### config.mk
export PLATFORM = sky130hd
export DESIGN_NAME = lc4_superscalar
export DESIGN_NICKNAME = d
export VERILOG_FILES = /design/src/hdl/lc4_pkg.sv /design/src/hdl/lc4_alu.sv /design/src/hdl/lc4_decoder.sv /design/src/hdl/lc4_execute.sv /design/src/hdl/lc4_fetch_issue.sv /design/src/hdl/lc4_regfile_2w.sv /design/src/hdl/lc4_superscalar.sv
export SDC_FILE = /design/constraint.sdc
export NUM_CORES = 1
export LEC_CHECK = 0
export ABC_AREA = 0
export ABC_CLOCK_PERIOD_IN_PS = 13000
export BUFFER_PORTS_ARGS = -buffer_cell sky130_fd_sc_hd__buf_2
export CORE_UTILIZATION = 35
export DETAILED_ROUTE_END_ITERATION = 10
export GPL_TIMING_DRIVEN = 0
export MAX_ROUTING_LAYER = met4
export PLACE_DENSITY = 0.63
export SLEW_MARGIN = 20
export SYNTH_ARGS = -nofsm -noshare
export SYNTH_HDL_FRONTEND = slang
export SYNTH_HIERARCHICAL = 1
export SYNTH_SLANG_ARGS = --single-unit
### constraint.sdc
create_clock -name gwe -period 13 [get_ports gwe]
set_clock_uncertainty 0.15 [all_clocks]
set_input_delay 0.65 -clock gwe [delete_from_list [all_inputs] [get_ports gwe]]
set_output_delay 0.65 -clock gwe [all_outputs]
set_load 0.05 [all_outputs]
### src/hdl/lc4_pkg.sv
`default_nettype none

package lc4_pkg;

   typedef logic [15:0] word_t;
   typedef logic [2:0]  reg_idx_t;

   // stall code that follows each slot down to the writeback trace
   typedef enum logic [1:0] {
      STALL_NONE  = 2'd0,
      STALL_SS    = 2'd1,
      STALL_EMPTY = 2'd2
   } stall_e;

   typedef enum logic [2:0] {
      ALU_ADD  = 3'd0,
      ALU_SUB  = 3'd1,
      ALU_AND  = 3'd2,
      ALU_OR   = 3'd3,
      ALU_XOR  = 3'd4,
      ALU_PASS = 3'd5
   } alu_op_e;

   // major opcode in insn[15:12]
   localparam logic [3:0] OPC_NOP   = 4'd0;
   localparam logic [3:0] OPC_ARITH = 4'd1;
   localparam logic [3:0] OPC_LOGIC = 4'd5;
   localparam logic [3:0] OPC_CONST = 4'd9;

   // sub-opcode in insn[5:3], bit 5 set means immediate form
   localparam logic [2:0] SUB_ADD = 3'b000;
   localparam logic [2:0] SUB_SUB = 3'b010;
   localparam logic [2:0] SUB_AND = 3'b000;
   localparam logic [2:0] SUB_OR  = 3'b010;
   localparam logic [2:0] SUB_XOR = 3'b011;

   localparam word_t RESET_PC = 16'h8200;
   localparam int    NUM_REGS = 8;

endpackage

`default_nettype wire

### src/hdl/lc4_alu.sv
`timescale 1ns/10ps
`default_nettype none

module lc4_alu (
   input  wire lc4_pkg::alu_op_e i_op,
   input  wire lc4_pkg::word_t   i_a, i_b, i_imm,
   input  wire                   i_use_imm,
   output lc4_pkg::word_t        o_result
);

   lc4_pkg::word_t opnd_b;

   assign opnd_b = i_use_imm ? i_imm : i_b;

   always_comb begin
      case (i_op)
         lc4_pkg::ALU_ADD:  o_result = i_a + opnd_b;
         lc4_pkg::ALU_SUB:  o_result = i_a - opnd_b;
         lc4_pkg::ALU_AND:  o_result = i_a & opnd_b;
         lc4_pkg::ALU_OR:   o_result = i_a | opnd_b;
         lc4_pkg::ALU_XOR:  o_result = i_a ^ opnd_b;
         // CONST, and the zero result of a NOP
         lc4_pkg::ALU_PASS: o_result = i_imm;
         default:           o_result = '0;
      endcase
   end

endmodule

`default_nettype wire

### src/hdl/lc4_decoder.sv
`timescale 1ns/10ps
`default_nettype none

module lc4_decoder (
   input  wire lc4_pkg::word_t i_insn,
   output lc4_pkg::reg_idx_t   o_rs, o_rt, o_rd,
   output logic                o_rs_re, o_rt_re, o_we,
   output lc4_pkg::alu_op_e    o_op,
   output lc4_pkg::word_t      o_imm
);

   logic [2:0] sub;

   assign sub  = i_insn[5:3];
   assign o_rd = i_insn[11:9];
   assign o_rs = i_insn[8:6];
   assign o_rt = i_insn[2:0];

   always_comb begin
      // unrecognized words retire as a NOP with a zero result
      o_rs_re = 1'b0;
      o_rt_re = 1'b0;
      o_we    = 1'b0;
      o_op    = lc4_pkg::ALU_PASS;
      o_imm   = '0;
      case (i_insn[15:12])
         lc4_pkg::OPC_ARITH: begin
            if (sub[2]) begin
               // ADD immediate, imm5
               o_rs_re = 1'b1;
               o_we    = 1'b1;
               o_op    = lc4_pkg::ALU_ADD;
               o_imm   = {{11{i_insn[4]}}, i_insn[4:0]};
            end else if (sub == lc4_pkg::SUB_ADD || sub == lc4_pkg::SUB_SUB) begin
               o_rs_re = 1'b1;
               o_rt_re = 1'b1;
               o_we    = 1'b1;
               o_op    = (sub == lc4_pkg::SUB_SUB) ? lc4_pkg::ALU_SUB : lc4_pkg::ALU_ADD;
            end
         end
         lc4_pkg::OPC_LOGIC: begin
            if (sub == lc4_pkg::SUB_AND || sub == lc4_pkg::SUB_OR ||
                sub == lc4_pkg::SUB_XOR) begin
               o_rs_re = 1'b1;
               o_rt_re = 1'b1;
               o_we    = 1'b1;
               o_op    = (sub == lc4_pkg::SUB_AND) ? lc4_pkg::ALU_AND :
                         (sub == lc4_pkg::SUB_OR)  ? lc4_pkg::ALU_OR  : lc4_pkg::ALU_XOR;
            end
         end
         lc4_pkg::OPC_CONST: begin
            o_we  = 1'b1;
            o_imm = {{7{i_insn[8]}}, i_insn[8:0]};
         end
         default: ;
      endcase
   end

endmodule

`default_nettype wire

### src/hdl/lc4_execute.sv
`timescale 1ns/10ps
`default_nettype none

module lc4_execute (
   input  wire                    gwe,
   input  wire                    i_arst_n,
   input  wire                    i_hold_b,
   input  wire lc4_pkg::word_t    i_pc_a, i_pc_b, i_insn_a, i_insn_b,
   input  wire lc4_pkg::stall_e   i_stall_a, i_stall_b,
   input  wire lc4_pkg::reg_idx_t i_rs_a, i_rt_a, i_rd_a, i_rs_b, i_rt_b, i_rd_b,
   input  wire                    i_rs_re_a, i_rt_re_a, i_we_a,
   input  wire                    i_rs_re_b, i_rt_re_b, i_we_b,
   input  wire lc4_pkg::alu_op_e  i_op_a, i_op_b,
   input  wire lc4_pkg::word_t    i_imm_a, i_imm_b,
   input  wire lc4_pkg::word_t    i_rs_data_a, i_rt_data_a, i_rs_data_b, i_rt_data_b,
   output lc4_pkg::word_t         o_wb_pc_a, o_wb_pc_b, o_wb_insn_a, o_wb_insn_b,
   output logic                   o_wb_we_a, o_wb_we_b,
   output lc4_pkg::reg_idx_t      o_wb_wsel_a, o_wb_wsel_b,
   output lc4_pkg::word_t         o_wb_data_a, o_wb_data_b,
   output lc4_pkg::stall_e        o_wb_stall_a, o_wb_stall_b
);

   lc4_pkg::word_t    x_pc_a, x_pc_b, x_insn_a, x_insn_b, x_imm_a, x_imm_b;
   lc4_pkg::word_t    x_rs_data_a, x_rt_data_a, x_rs_data_b, x_rt_data_b;
   lc4_pkg::word_t    x_opa_a, x_opb_a, x_opa_b, x_opb_b, x_res_a, x_res_b;
   lc4_pkg::reg_idx_t x_rs_a, x_rt_a, x_rd_a, x_rs_b, x_rt_b, x_rd_b;
   logic              x_rs_re_a, x_rt_re_a, x_rs_re_b, x_rt_re_b, x_we_a, x_we_b;
   lc4_pkg::alu_op_e  x_op_a, x_op_b;
   lc4_pkg::stall_e   x_stall_a, x_stall_b;

   always_ff @(posedge gwe or negedge i_arst_n) begin
      if (!i_arst_n) begin
         x_stall_a    <= lc4_pkg::STALL_EMPTY;
         x_stall_b    <= lc4_pkg::STALL_EMPTY;
         x_we_a       <= 1'b0;
         x_we_b       <= 1'b0;
         o_wb_stall_a <= lc4_pkg::STALL_EMPTY;
         o_wb_stall_b <= lc4_pkg::STALL_EMPTY;
         o_wb_we_a    <= 1'b0;
         o_wb_we_b    <= 1'b0;
      end else begin
         x_stall_a    <= i_stall_a;
         // held B goes down as a bubble and comes back next cycle in slot A
         x_stall_b    <= i_hold_b ? lc4_pkg::STALL_SS : i_stall_b;
         x_we_a       <= i_we_a;
         x_we_b       <= i_we_b && !i_hold_b;
         o_wb_stall_a <= x_stall_a;
         o_wb_stall_b <= x_stall_b;
         o_wb_we_a    <= x_we_a;
         o_wb_we_b    <= x_we_b;
      end
   end

   always_ff @(posedge gwe) begin
      x_pc_a      <= i_pc_a;
      x_pc_b      <= i_pc_b;
      x_insn_a    <= i_insn_a;
      x_insn_b    <= i_hold_b ? '0 : i_insn_b;
      x_rs_a      <= i_rs_a;
      x_rt_a      <= i_rt_a;
      x_rd_a      <= i_rd_a;
      x_rs_b      <= i_rs_b;
      x_rt_b      <= i_rt_b;
      x_rd_b      <= i_rd_b;
      x_rs_re_a   <= i_rs_re_a;
      x_rt_re_a   <= i_rt_re_a;
      x_rs_re_b   <= i_rs_re_b;
      x_rt_re_b   <= i_rt_re_b;
      x_op_a      <= i_op_a;
      x_op_b      <= i_op_b;
      x_imm_a     <= i_imm_a;
      x_imm_b     <= i_imm_b;
      x_rs_data_a <= i_rs_data_a;
      x_rt_data_a <= i_rt_data_a;
      x_rs_data_b <= i_rs_data_b;
      x_rt_data_b <= i_rt_data_b;
      o_wb_pc_a   <= x_pc_a;
      o_wb_pc_b   <= x_pc_b;
      o_wb_insn_a <= x_insn_a;
      o_wb_insn_b <= x_insn_b;
      o_wb_wsel_a <= x_rd_a;
      o_wb_wsel_b <= x_rd_b;
      o_wb_data_a <= x_res_a;
      o_wb_data_b <= x_res_b;
   end

   // W-to-X bypass, the younger W slot wins
   function automatic lc4_pkg::word_t w_fwd(lc4_pkg::reg_idx_t sel, logic re,
                                            lc4_pkg::word_t rf);
      if (re && o_wb_we_b && o_wb_stall_b == lc4_pkg::STALL_NONE && o_wb_wsel_b == sel)
         return o_wb_data_b;
      if (re && o_wb_we_a && o_wb_stall_a == lc4_pkg::STALL_NONE && o_wb_wsel_a == sel)
         return o_wb_data_a;
      return rf;
   endfunction

   always_comb begin
      x_opa_a = w_fwd(x_rs_a, x_rs_re_a, x_rs_data_a);
      x_opb_a = w_fwd(x_rt_a, x_rt_re_a, x_rt_data_a);
      x_opa_b = w_fwd(x_rs_b, x_rs_re_b, x_rs_data_b);
      x_opb_b = w_fwd(x_rt_b, x_rt_re_b, x_rt_data_b);
   end

   // no rt read means the second operand is the immediate
   lc4_alu alu_a (
      .i_op(x_op_a), .i_a(x_opa_a), .i_b(x_opb_a), .i_imm(x_imm_a),
      .i_use_imm(!x_rt_re_a), .o_result(x_res_a)
   );

   lc4_alu alu_b (
      .i_op(x_op_b), .i_a(x_opa_b), .i_b(x_opb_b), .i_imm(x_imm_b),
      .i_use_imm(!x_rt_re_b), .o_result(x_res_b)
   );

   // the reset bubble leaves both pipes together, so a live B never trails an idle A
   assert property (@(posedge gwe) disable iff (!i_arst_n)
      o_wb_stall_a != lc4_pkg::STALL_NONE |-> o_wb_stall_b != lc4_pkg::STALL_NONE);

endmodule

`default_nettype wire

### src/hdl/lc4_fetch_issue.sv
`timescale 1ns/10ps
`default_nettype none

module lc4_fetch_issue (
   input  wire                    gwe,
   input  wire                    i_arst_n,
   input  wire lc4_pkg::word_t    i_insn_a, i_insn_b,
   input  wire lc4_pkg::reg_idx_t i_wsel_a,
   input  wire                    i_we_a,
   input  wire lc4_pkg::reg_idx_t i_rs_b, i_rt_b,
   input  wire                    i_rs_re_b, i_rt_re_b,
   output lc4_pkg::word_t         o_pc,
   output lc4_pkg::word_t         o_d_pc_a, o_d_pc_b, o_d_insn_a, o_d_insn_b,
   output lc4_pkg::stall_e        o_d_stall_a, o_d_stall_b,
   output logic                   o_hold_b
);

   // younger slot reads what the older slot writes
   assign o_hold_b = o_d_stall_a != lc4_pkg::STALL_EMPTY && i_we_a &&
                     ((i_rs_re_b && i_rs_b == i_wsel_a) ||
                      (i_rt_re_b && i_rt_b == i_wsel_a));

   always_ff @(posedge gwe or negedge i_arst_n) begin
      if (!i_arst_n) begin
         o_pc        <= lc4_pkg::RESET_PC;
         o_d_insn_a  <= '0;
         o_d_insn_b  <= '0;
         o_d_stall_a <= lc4_pkg::STALL_EMPTY;
         o_d_stall_b <= lc4_pkg::STALL_EMPTY;
      end else if (o_hold_b) begin
         // B slides into slot A, slot B picks up the word at the current PC
         o_pc        <= o_pc + 16'd1;
         o_d_insn_a  <= o_d_insn_b;
         o_d_insn_b  <= i_insn_a;
         o_d_stall_a <= o_d_stall_b;
         o_d_stall_b <= lc4_pkg::STALL_NONE;
      end else begin
         o_pc        <= o_pc + 16'd2;
         o_d_insn_a  <= i_insn_a;
         o_d_insn_b  <= i_insn_b;
         o_d_stall_a <= lc4_pkg::STALL_NONE;
         o_d_stall_b <= lc4_pkg::STALL_NONE;
      end
   end

   always_ff @(posedge gwe) begin
      o_d_pc_a <= o_hold_b ? o_d_pc_b : o_pc;
      o_d_pc_b <= o_hold_b ? o_pc : o_pc + 16'd1;
   end

   // fetch steps by a whole pair, or by one slot when B was held
   assert property (@(posedge gwe) disable iff (!i_arst_n)
      $past(i_arst_n) |-> (o_pc == $past(o_pc) + 16'd1 || o_pc == $past(o_pc) + 16'd2));

endmodule

`default_nettype wire

### src/hdl/lc4_regfile_2w.sv
`timescale 1ns/10ps
`default_nettype none

module lc4_regfile_2w (
   input  wire                    gwe,
   input  wire                    i_arst_n,
   input  wire lc4_pkg::reg_idx_t i_rs_a, i_rt_a, i_rs_b, i_rt_b, i_rd_a, i_rd_b,
   input  wire                    i_we_a, i_we_b,
   input  wire lc4_pkg::word_t    i_wdata_a, i_wdata_b,
   output lc4_pkg::word_t         o_rs_data_a, o_rt_data_a, o_rs_data_b, o_rt_data_b
);

   lc4_pkg::word_t regs [lc4_pkg::NUM_REGS];

   // write-to-read bypass, pipe B checked first
   function automatic lc4_pkg::word_t rd_port(lc4_pkg::reg_idx_t sel);
      if (i_we_b && i_rd_b == sel)
         return i_wdata_b;
      if (i_we_a && i_rd_a == sel)
         return i_wdata_a;
      return regs[sel];
   endfunction

   always_comb begin
      o_rs_data_a = rd_port(i_rs_a);
      o_rt_data_a = rd_port(i_rt_a);
      o_rs_data_b = rd_port(i_rs_b);
      o_rt_data_b = rd_port(i_rt_b);
   end

   always_ff @(posedge gwe or negedge i_arst_n) begin
      if (!i_arst_n) begin
         for (int i = 0; i < lc4_pkg::NUM_REGS; i++)
            regs[i] <= '0;
      end else begin
         if (i_we_a)
            regs[i_rd_a] <= i_wdata_a;
         // B is the younger write, so it lands last
         if (i_we_b)
            regs[i_rd_b] <= i_wdata_b;
      end
   end

endmodule

`default_nettype wire

### src/hdl/lc4_superscalar.sv
`timescale 1ns/10ps
`default_nettype none

module lc4_superscalar (
   input  wire                    gwe,
   input  wire                    i_arst_n,
   output wire lc4_pkg::word_t    o_cur_pc,
   input  wire lc4_pkg::word_t    i_insn_a, i_insn_b,
   output wire lc4_pkg::word_t    o_wb_pc_a, o_wb_pc_b, o_wb_insn_a, o_wb_insn_b,
   output wire                    o_wb_we_a, o_wb_we_b,
   output wire lc4_pkg::reg_idx_t o_wb_wsel_a, o_wb_wsel_b,
   output wire lc4_pkg::word_t    o_wb_data_a, o_wb_data_b,
   output wire lc4_pkg::stall_e   o_wb_stall_a, o_wb_stall_b
);

   // D stage pair
   wire lc4_pkg::word_t    d_pc_a, d_pc_b, d_insn_a, d_insn_b;
   wire lc4_pkg::stall_e   d_stall_a, d_stall_b;
   wire                    d_hold_b;
   // decoded fields per slot
   wire lc4_pkg::reg_idx_t rs_a, rt_a, rd_a, rs_b, rt_b, rd_b;
   wire                    rs_re_a, rt_re_a, we_a, rs_re_b, rt_re_b, we_b;
   wire lc4_pkg::alu_op_e  op_a, op_b;
   wire lc4_pkg::word_t    imm_a, imm_b;
   wire lc4_pkg::word_t    rs_data_a, rt_data_a, rs_data_b, rt_data_b;

   lc4_fetch_issue u_fetch_issue (
      .gwe(gwe), .i_arst_n(i_arst_n), .i_insn_a(i_insn_a), .i_insn_b(i_insn_b),
      .i_wsel_a(rd_a), .i_we_a(we_a), .i_rs_b(rs_b), .i_rt_b(rt_b),
      .i_rs_re_b(rs_re_b), .i_rt_re_b(rt_re_b), .o_pc(o_cur_pc),
      .o_d_pc_a(d_pc_a), .o_d_pc_b(d_pc_b), .o_d_insn_a(d_insn_a), .o_d_insn_b(d_insn_b),
      .o_d_stall_a(d_stall_a), .o_d_stall_b(d_stall_b), .o_hold_b(d_hold_b)
   );

   lc4_decoder decoder_a (
      .i_insn(d_insn_a), .o_rs(rs_a), .o_rt(rt_a), .o_rd(rd_a),
      .o_rs_re(rs_re_a), .o_rt_re(rt_re_a), .o_we(we_a), .o_op(op_a), .o_imm(imm_a)
   );

   lc4_decoder decoder_b (
      .i_insn(d_insn_b), .o_rs(rs_b), .o_rt(rt_b), .o_rd(rd_b),
      .o_rs_re(rs_re_b), .o_rt_re(rt_re_b), .o_we(we_b), .o_op(op_b), .o_imm(imm_b)
   );

   // written from W
   lc4_regfile_2w u_regfile (
      .gwe(gwe), .i_arst_n(i_arst_n),
      .i_rs_a(rs_a), .i_rt_a(rt_a), .i_rs_b(rs_b), .i_rt_b(rt_b),
      .i_rd_a(o_wb_wsel_a), .i_rd_b(o_wb_wsel_b), .i_we_a(o_wb_we_a), .i_we_b(o_wb_we_b),
      .i_wdata_a(o_wb_data_a), .i_wdata_b(o_wb_data_b),
      .o_rs_data_a(rs_data_a), .o_rt_data_a(rt_data_a),
      .o_rs_data_b(rs_data_b), .o_rt_data_b(rt_data_b)
   );

   lc4_execute u_execute (
      .gwe(gwe), .i_arst_n(i_arst_n), .i_hold_b(d_hold_b),
      .i_pc_a(d_pc_a), .i_pc_b(d_pc_b), .i_insn_a(d_insn_a), .i_insn_b(d_insn_b),
      .i_stall_a(d_stall_a), .i_stall_b(d_stall_b),
      .i_rs_a(rs_a), .i_rt_a(rt_a), .i_rd_a(rd_a), .i_rs_b(rs_b), .i_rt_b(rt_b), .i_rd_b(rd_b),
      .i_rs_re_a(rs_re_a), .i_rt_re_a(rt_re_a), .i_we_a(we_a),
      .i_rs_re_b(rs_re_b), .i_rt_re_b(rt_re_b), .i_we_b(we_b),
      .i_op_a(op_a), .i_op_b(op_b), .i_imm_a(imm_a), .i_imm_b(imm_b),
      .i_rs_data_a(rs_data_a), .i_rt_data_a(rt_data_a),
      .i_rs_data_b(rs_data_b), .i_rt_data_b(rt_data_b),
      .o_wb_pc_a(o_wb_pc_a), .o_wb_pc_b(o_wb_pc_b),
      .o_wb_insn_a(o_wb_insn_a), .o_wb_insn_b(o_wb_insn_b),
      .o_wb_we_a(o_wb_we_a), .o_wb_we_b(o_wb_we_b),
      .o_wb_wsel_a(o_wb_wsel_a), .o_wb_wsel_b(o_wb_wsel_b),
      .o_wb_data_a(o_wb_data_a), .o_wb_data_b(o_wb_data_b),
      .o_wb_stall_a(o_wb_stall_a), .o_wb_stall_b(o_wb_stall_b)
   );

endmodule

`default_nettype wire

Yosys cells after proc, flatten, opt, wreduce, memory -nomap -nowiden
Index checks and enable logic that the tools add are counted.

Add/subtract/negate cells: 6. Order comparisons: 8. Eq/ne operators: 39. Muxes and demuxes: 119. Bitwise logic cells: 12. Reductions and logical operators: 51.

Operators by type and width (count): $mux W16 (51); $bwmux W128 (2); $mux W128 (2); $bmux W16 S3 (4); $pmux W16 S6 (2); $demux W16 S3 (2); $pmux W16 S2 (2); $eq A3 B3 Y1 (18); $logic_and A1 B1 Y1 (39); $mux W1 (34); $add A16 B16 Y16 (2); $and A16 B16 Y16 (2); $or A16 B16 Y16 (2); $sub A16 B16 Y16 (2); $xor A16 B16 Y16 (2); $mux W3 (10); $eq A3 B2 Y1 const B (8); $ge A4 B4 Y1 const B (6); $not A3 Y4 (6); $add A16 B1 Y16 const B (1); $add A16 B2 Y16 const B (1); $eq A3 B3 Y1 const B (4); $logic_not A3 Y1 (4); $pmux W3 S2 (2); 12 further kinds (27).

Bits in registers: 513. Input port bits: 34. Output and inout port bits: 124. Word-level logic and storage cells: 288.

Logic depth before layout (Yosys ltp)
Word-level depth: 10. Gate-level depth with buffers: 19. Mapped depth without buffers: 17.

Modules after synthesis
The synthesis kept the hierarchy.

Modules (own cells, without submodules): lc4_regfile_2w (instances 1, cells an instance 1085, area each 12046.6 µm², sequential area each 3203.1 µm²); lc4_execute (instances 1, cells an instance 504, area each 8489.4 µm², sequential area each 6110.9 µm²); lc4_fetch_issue (instances 1, cells an instance 360, area each 3308.2 µm², sequential area each 1896.8 µm²); lc4_alu (u_execute.alu_b) (instances 1, cells an instance 347, area each 2397.3 µm², sequential area each 0.0 µm²); lc4_alu (u_execute.alu_a) (instances 1, cells an instance 339, area each 2389.8 µm², sequential area each 0.0 µm²); lc4_decoder (instances 2, cells an instance 51, area each 366.6 µm², sequential area each 0.0 µm²).

Least setup slack after synthesis
OpenSTA, ideal clock, no wires.

Path kind: register to register. Start point: register u_execute.o_wb_wsel_a[0]. End point: register u_execute.o_wb_data_b[11]. Setup time: 117 ps. Arrival: 4365 ps. Required time: 12733 ps. Setup slack: 8368 ps. Cell stages (with the launch flop): 20. Path buffers: 2. Clock period less this slack: 4632 ps. Cells stage by stage: dfxtp_1 buf_6 xnor2_1 nand4_4 buf_6 mux2_4 mux2_4 nor3_1 mux2_2 nand4_1 o21ai_0 xnor2_1 ha_1 a21oi_1 o21ai_0 and2_1 or3_1 a21oi_1 mux2i_1 nand2_1.

Cells in the longest elaborated chain, start to end: 9. Elaborated cells between the ends (all ways): 21. Classes of those cells: 2 x add/sub; 2 x eq/ne; 12 x mux; 3 x bitwise; 2 x reduce/logical.

RTL lines: start: declaration (line lc4_execute.sv:18) `output lc4_pkg::reg_idx_t o_wb_wsel_a, o_wb_wsel_b,`; start signal: assignment (line lc4_execute.sv:81) `o_wb_wsel_a <= x_rd_a;`; $eq A3 B3 Y1 (*) (line lc4_execute.sv:92) `if (re && o_wb_we_a && o_wb_stall_a == lc4_pkg::STALL_NONE && o_wb_wsel_a == sel)`; $logic_and A1 B1 Y1 (*) (line lc4_execute.sv:92); $mux W1 (2 in a row) (line lc4_execute.sv:92); $mux W16 (*) (line lc4_execute.sv:94) `return rf;`; $mux W16 (*) (line lc4_execute.sv:92); named net u_execute.x_opb_b[5] (line lc4_execute.sv:25) `lc4_pkg::word_t x_opa_a, x_opb_a, x_opa_b, x_opb_b, x_res_a, x_res_b;`; $mux W16 (*) (line lc4_alu.sv:13) `assign opnd_b = i_use_imm ? i_imm : i_b;`; $sub A16 B16 Y16 / $add A16 B16 Y16 (equally long branches) (line lc4_alu.sv:18, lc4_alu.sv:17); $pmux W16 S6 (*) (line lc4_alu.sv:16) `case (i_op)`; named net u_execute.x_res_b[11] (line lc4_execute.sv:25); end signal: assignment (line lc4_execute.sv:84) `o_wb_data_b <= x_res_b;`; end: declaration (line lc4_execute.sv:19) `output lc4_pkg::word_t o_wb_data_a, o_wb_data_b,`.

Mark *: on every way through the listed nets, which the timed path passes. The rest lies on a longest branch. The select of a mux whose other input is x is not followed. A chain may end at the register's enable or synchronous reset.

Final worst setup path
Start point: register u_execute.o_wb_we_b. End point: register u_execute.o_wb_data_a[15].

Cells in the longest elaborated chain, start to end: 8. Elaborated cells between the ends (all ways): 17. Classes of those cells: 2 x add/sub; 6 x mux; 3 x bitwise; 6 x reduce/logical.

RTL lines: start: declaration (line lc4_execute.sv:17) `output logic o_wb_we_a, o_wb_we_b,`; start signal: assignment (line lc4_execute.sv:50) `o_wb_we_b <= x_we_b;`; $logic_and A1 B1 Y1 (*) (3 in a row) (line lc4_execute.sv:90) `if (re && o_wb_we_b && o_wb_stall_b == lc4_pkg::STALL_NONE && o_wb_wsel_b == sel)`; $mux W1 (*) (line lc4_execute.sv:90); $mux W16 (*) (line lc4_execute.sv:92); named net u_execute.x_opb_a[5] (line lc4_execute.sv:25); $mux W16 (*) (line lc4_alu.sv:13); $sub A16 B16 Y16 / $add A16 B16 Y16 (equally long branches) (line lc4_alu.sv:18, lc4_alu.sv:17); $pmux W16 S6 (*) (line lc4_alu.sv:16); named net u_execute.x_res_a[15] (line lc4_execute.sv:25); end signal: assignment (line lc4_execute.sv:83) `o_wb_data_a <= x_res_a;`; end: declaration (line lc4_execute.sv:19).

Mark *: on every way through the listed nets, which the timed path passes. The rest lies on a longest branch.

==> metrics.md <==
| Metric | Value |
|---|---|
| Max Fclk | 185 MHz |
| Yosys cell types | 82 |
| Most flop-heavy register | u_regfile/regs |
| GPL Wtd Cong | 0.942 |
| Max-Cap Viols | 0 |
| Post-synthesis instance total | 2737 |
| Status | finished, final reports clean |
| Synth top area share | 22.0% |
| Synth area leader | dfxtp_1 |
| HPWL after DPL | 70.0 mm |
| Longest Clk Path Bufs | 3 |
| Global-route wire length before repair | 133 mm |
| CP Data Arrival Time | 5.78 ns |
| Initial antenna violation count | 1 |
| Num CTS Buffers | 54 |
| Initial Util | 35.6% |
| Crit path kind | flip-flop to flip-flop |
| First DRT Iteration DRCs | 1944 |
| Antenna viol nets, final | 0 |
| IO buf count | 157 |
| Met1 Routed Length | 39.9 mm |
| Setup crit end kind | flip-flop |
| Largest cells by area after synthesis | dfxtp_1, dfrtp_1, mux4_1, mux2i_1, mux2_2 |
| R2r startpoint | u_execute/o_wb_we_b |
| Most numerous cell in the Yosys netlist | nand2_1 |
| RSZ-0062 raised after global routing | no |
| FF-to-FF path depth | 17 |
| Worst r2r dst | u_execute/o_wb_data_a[15] |
| Layout net count | 3092 |
| Remaining DRCs | 0 |
| Die width | 292 µm |
| Post-synth EDFFs | 0 |
| Global route overflow | 0 |
| R2r setup slk | 7.59 ns |
| Total clock sinks | 512 |
| Worst EP required | 13.37 ns |
| Worst path slowest cell | dfrtp_1 |
| Skew-Pair Late Insertion Delay | 0.64 ns |
| Yosys reg bits | 512 |
| Maximum vdd drop | 0.166 mV |
| Total power | 0.00515 W |
| Worst path cell trace | nor3b_2 -> nand4_1 -> buf_4 -> mux2_4 -> nor3_1 -> mux2_2 -> nand4_1 -> o21ai_0 -> xnor2_1 -> ha_1 -> a21oi_1 -> o21ai_0 -> and2_1 -> o31a_1 -> o31ai_1 -> xnor2_1 -> o21ai_1 |
| Overall die area | 85100 µm² |
| Wire length on met3 | 5.78 mm |
| Commonest cells post-synth | nand2_1, dfxtp_1, mux2i_1, dfrtp_1, a21oi_1 |
| Pins Over Slew Limit | 0 |
| PwrDens | 154 nW/µm² |
| Row count | 105 |
| Avg Inst Size Synth | 10.7 µm² |
| Ys flop type | dfxtp_1 |
| Layout cells sized above 1 | 21.3% |
| CTS tree | built |
| Max incr delay on CP | 0.48 ns |
| Min Tclk post-route | 5.41 ns |
| Hold Path End | u_fetch_issue/o_d_insn_b[12] |
| Setup TNS Final | 0 ns |
| IO Pins | 158 |
| Hold Path Class | input port to flip-flop |
| Layout area overhead | 13.7% |
| Number of cells on the worst hold path | 3 |
| Drt total wl | 88.7 mm |
| Met2 wire length | 40.8 mm |
| Core area | 82500 µm² |
| Max reg flops | 128 |
| Largest net degree at the start of global routing | 92 |
| Hold_sp | i_insn_b[12] |
| Fin Hold WS | 0.0578 ns |
| GR Util All Layers | 21.0% |
| Final count of negative-setup-slack endpoints | 0 |
| Leakage | 16.2 nW |
| Mapped cell area | 29400 µm² |
| CP bufs+invs | 1 |
| Fin crit share | 41.6% |
| Via count | 21631 |
| DR vias/cell | 5.31 |
| Crit-path leading delay family | simple AND/OR/NAND/NOR gates |
| Slew at the pin with the worst max-slew slack | 1.25 ns |
| # Post-CTS Setup Buffers | 0 |
| Slew headroom | 16.4% |
| Sequential area share after synthesis | 38.2% |
| CTS root buf | clkbuf_16 |
| Final Hold Fails | 0 |
| DRT Pass-1 Iters | 7 |
| # H-tree levels | 2 |
| Synthesis warning total | 6 |
| Clk slew on worst S/H paths | 0.06 ns |
| Async S/R FF share, synth | 37.1% |
| Vias in the first global route | 21154 |
| Die H | 292 µm |
| CP max FO | 10 |
| Routed len/inst | 21.8 µm |
| Max layer used | met4 |
| Startpoint types | flip-flop |
[cells by family (layout without fill, tap and decap cells)]
logic type | count (synthesis) | count (layout) | synth area share, %
flops | 512 | 512 | 38.2
compound gates | 426 | 426 | 8.20
buf+inv | 324 | 586 | 5.93
mux | 581 | 581 | 28.6
simple gates | 665 | 665 | 10.9
other cells | 1 | 5 | 0.0128
fa+ha+maj | 103 | 103 | 4.44
xor+xnor | 125 | 125 | 3.73
[power breakdown]
group | internal, W | switching (W)
Combinational | 0.000682 | 0.000846
Sequential | 0.00183 | 0.000221
Clock | 0.000891 | 0.000680
Total | 0.00341 | 0.00175
[metal layers]
metal / up-vias / track usage, %
met3: 121 / 3.18
met2: 804 / 33.0
li1: 10173 / -
met4: 0 / 5.69
met5: - / -
met1: 10533 / 28.3
[worst register-to-register path, stage by stage, from the launching register on]
cell and delay, ns:
dfrtp_1 0.48, nor3b_2 0.39, nand4_1 0.45, buf_4 0.37, mux2_4 0.34, nor3_1 0.27
mux2_2 0.23, nand4_1 0.30, o21ai_0 0.32, xnor2_1 0.15, ha_1 0.30, a21oi_1 0.13
o21ai_0 0.12, and2_1 0.20, o31a_1 0.34, o31ai_1 0.48, xnor2_1 0.22, o21ai_1 0.08
[cell type report]
class                      count  area [µm²]
fill                        8020       49100
multi-input combinational   1903       16400
sequential                   512       11200
clock buffer                  79        1540
buffer                       241        1430
tap                         1070        1340
timing repair buffer         160         861
inverter                      83         312
clock inverter                23         269
antenna                        2        5.00
[stage by stage]
| step | utilization, % | cells | setup WS, ns | cell area, µm² |
|---|---|---|---|---|
| after global routing | 40.5 | 4072 | 7.29 | 33400 |
| after detailed placement | 38.3 | 3968 | 7.69 | 31600 |
| after CTS | 40.5 | 4071 | 7.67 | 33400 |
| after floorplan | - | 2739 | 8.37 | 29400 |
| final | 40.5 | 4073 | 7.59 | 33400 |
| after global placement | 38.2 | 3966 | 7.63 | 31500 |
[placed cells by master, fill, tap and decap left out, types with 8 or more instances in the layout]
cell | netlist | final
nand2_1 | 333 | 333
nor3b_2 | 11 | 11
dfrtp_1 | 182 | 182
dfxtp_1 | 322 | 322
a211oi_1 | 8 | 8
mux2_2 | 114 | 114
nor2b_1 | 32 | 32
nand2b_1 | 16 | 16
mux4_1 | 108 | 108
inv_1 | 78 | 78
clkbuf_16 | 0 | 55
o21ai_0 | 112 | 112
mux2_4 | 80 | 80
nor3_1 | 26 | 26
nand3_1 | 21 | 21
dfstp_2 | 8 | 8
clkbuf_1 | 114 | 131
buf_4 | 59 | 59
and2_1 | 11 | 11
o21ai_1 | 84 | 84
buf_2 | 33 | 189
nor2_1 | 134 | 134
ha_1 | 101 | 101
buf_6 | 20 | 20
mux2i_1 | 253 | 253
a21oi_1 | 144 | 143
xor2_1 | 18 | 18
xnor2_1 | 107 | 107
mux4_2 | 20 | 20
nand4_1 | 14 | 14
and3_1 | 9 | 9
o31ai_1 | 9 | 9
clkinv_2 | 0 | 9
[what timing repair did]
action	4_1_cts	5_1_grt
endpoints found under the hold margin	19	0
hold buffers	1	0
gates resized for setup	0	0
endpoints found under the setup margin	0	0
[worst max-delay path by stage]
stage	startpoint	end	slack, ns	cells past startpoint
3_3_place_gp	i_arst_n	u_fetch_issue/o_d_insn_b[1]	7.63	1
3_5_place_dp	u_execute/o_wb_we_b	u_execute/o_wb_data_b[11]	7.69	17
2_1_floorplan	u_execute/o_wb_wsel_a[0]	u_execute/o_wb_data_b[11]	8.37	19
6_report	u_execute/o_wb_we_b	u_execute/o_wb_data_a[15]	7.59	17
5_1_grt	u_execute/o_wb_we_b	u_execute/o_wb_data_b[11]	7.29	17
4_1_cts	u_execute/o_wb_we_b	u_execute/o_wb_data_b[11]	7.67	17
Note: power is estimated with default switching activity, not from simulation.
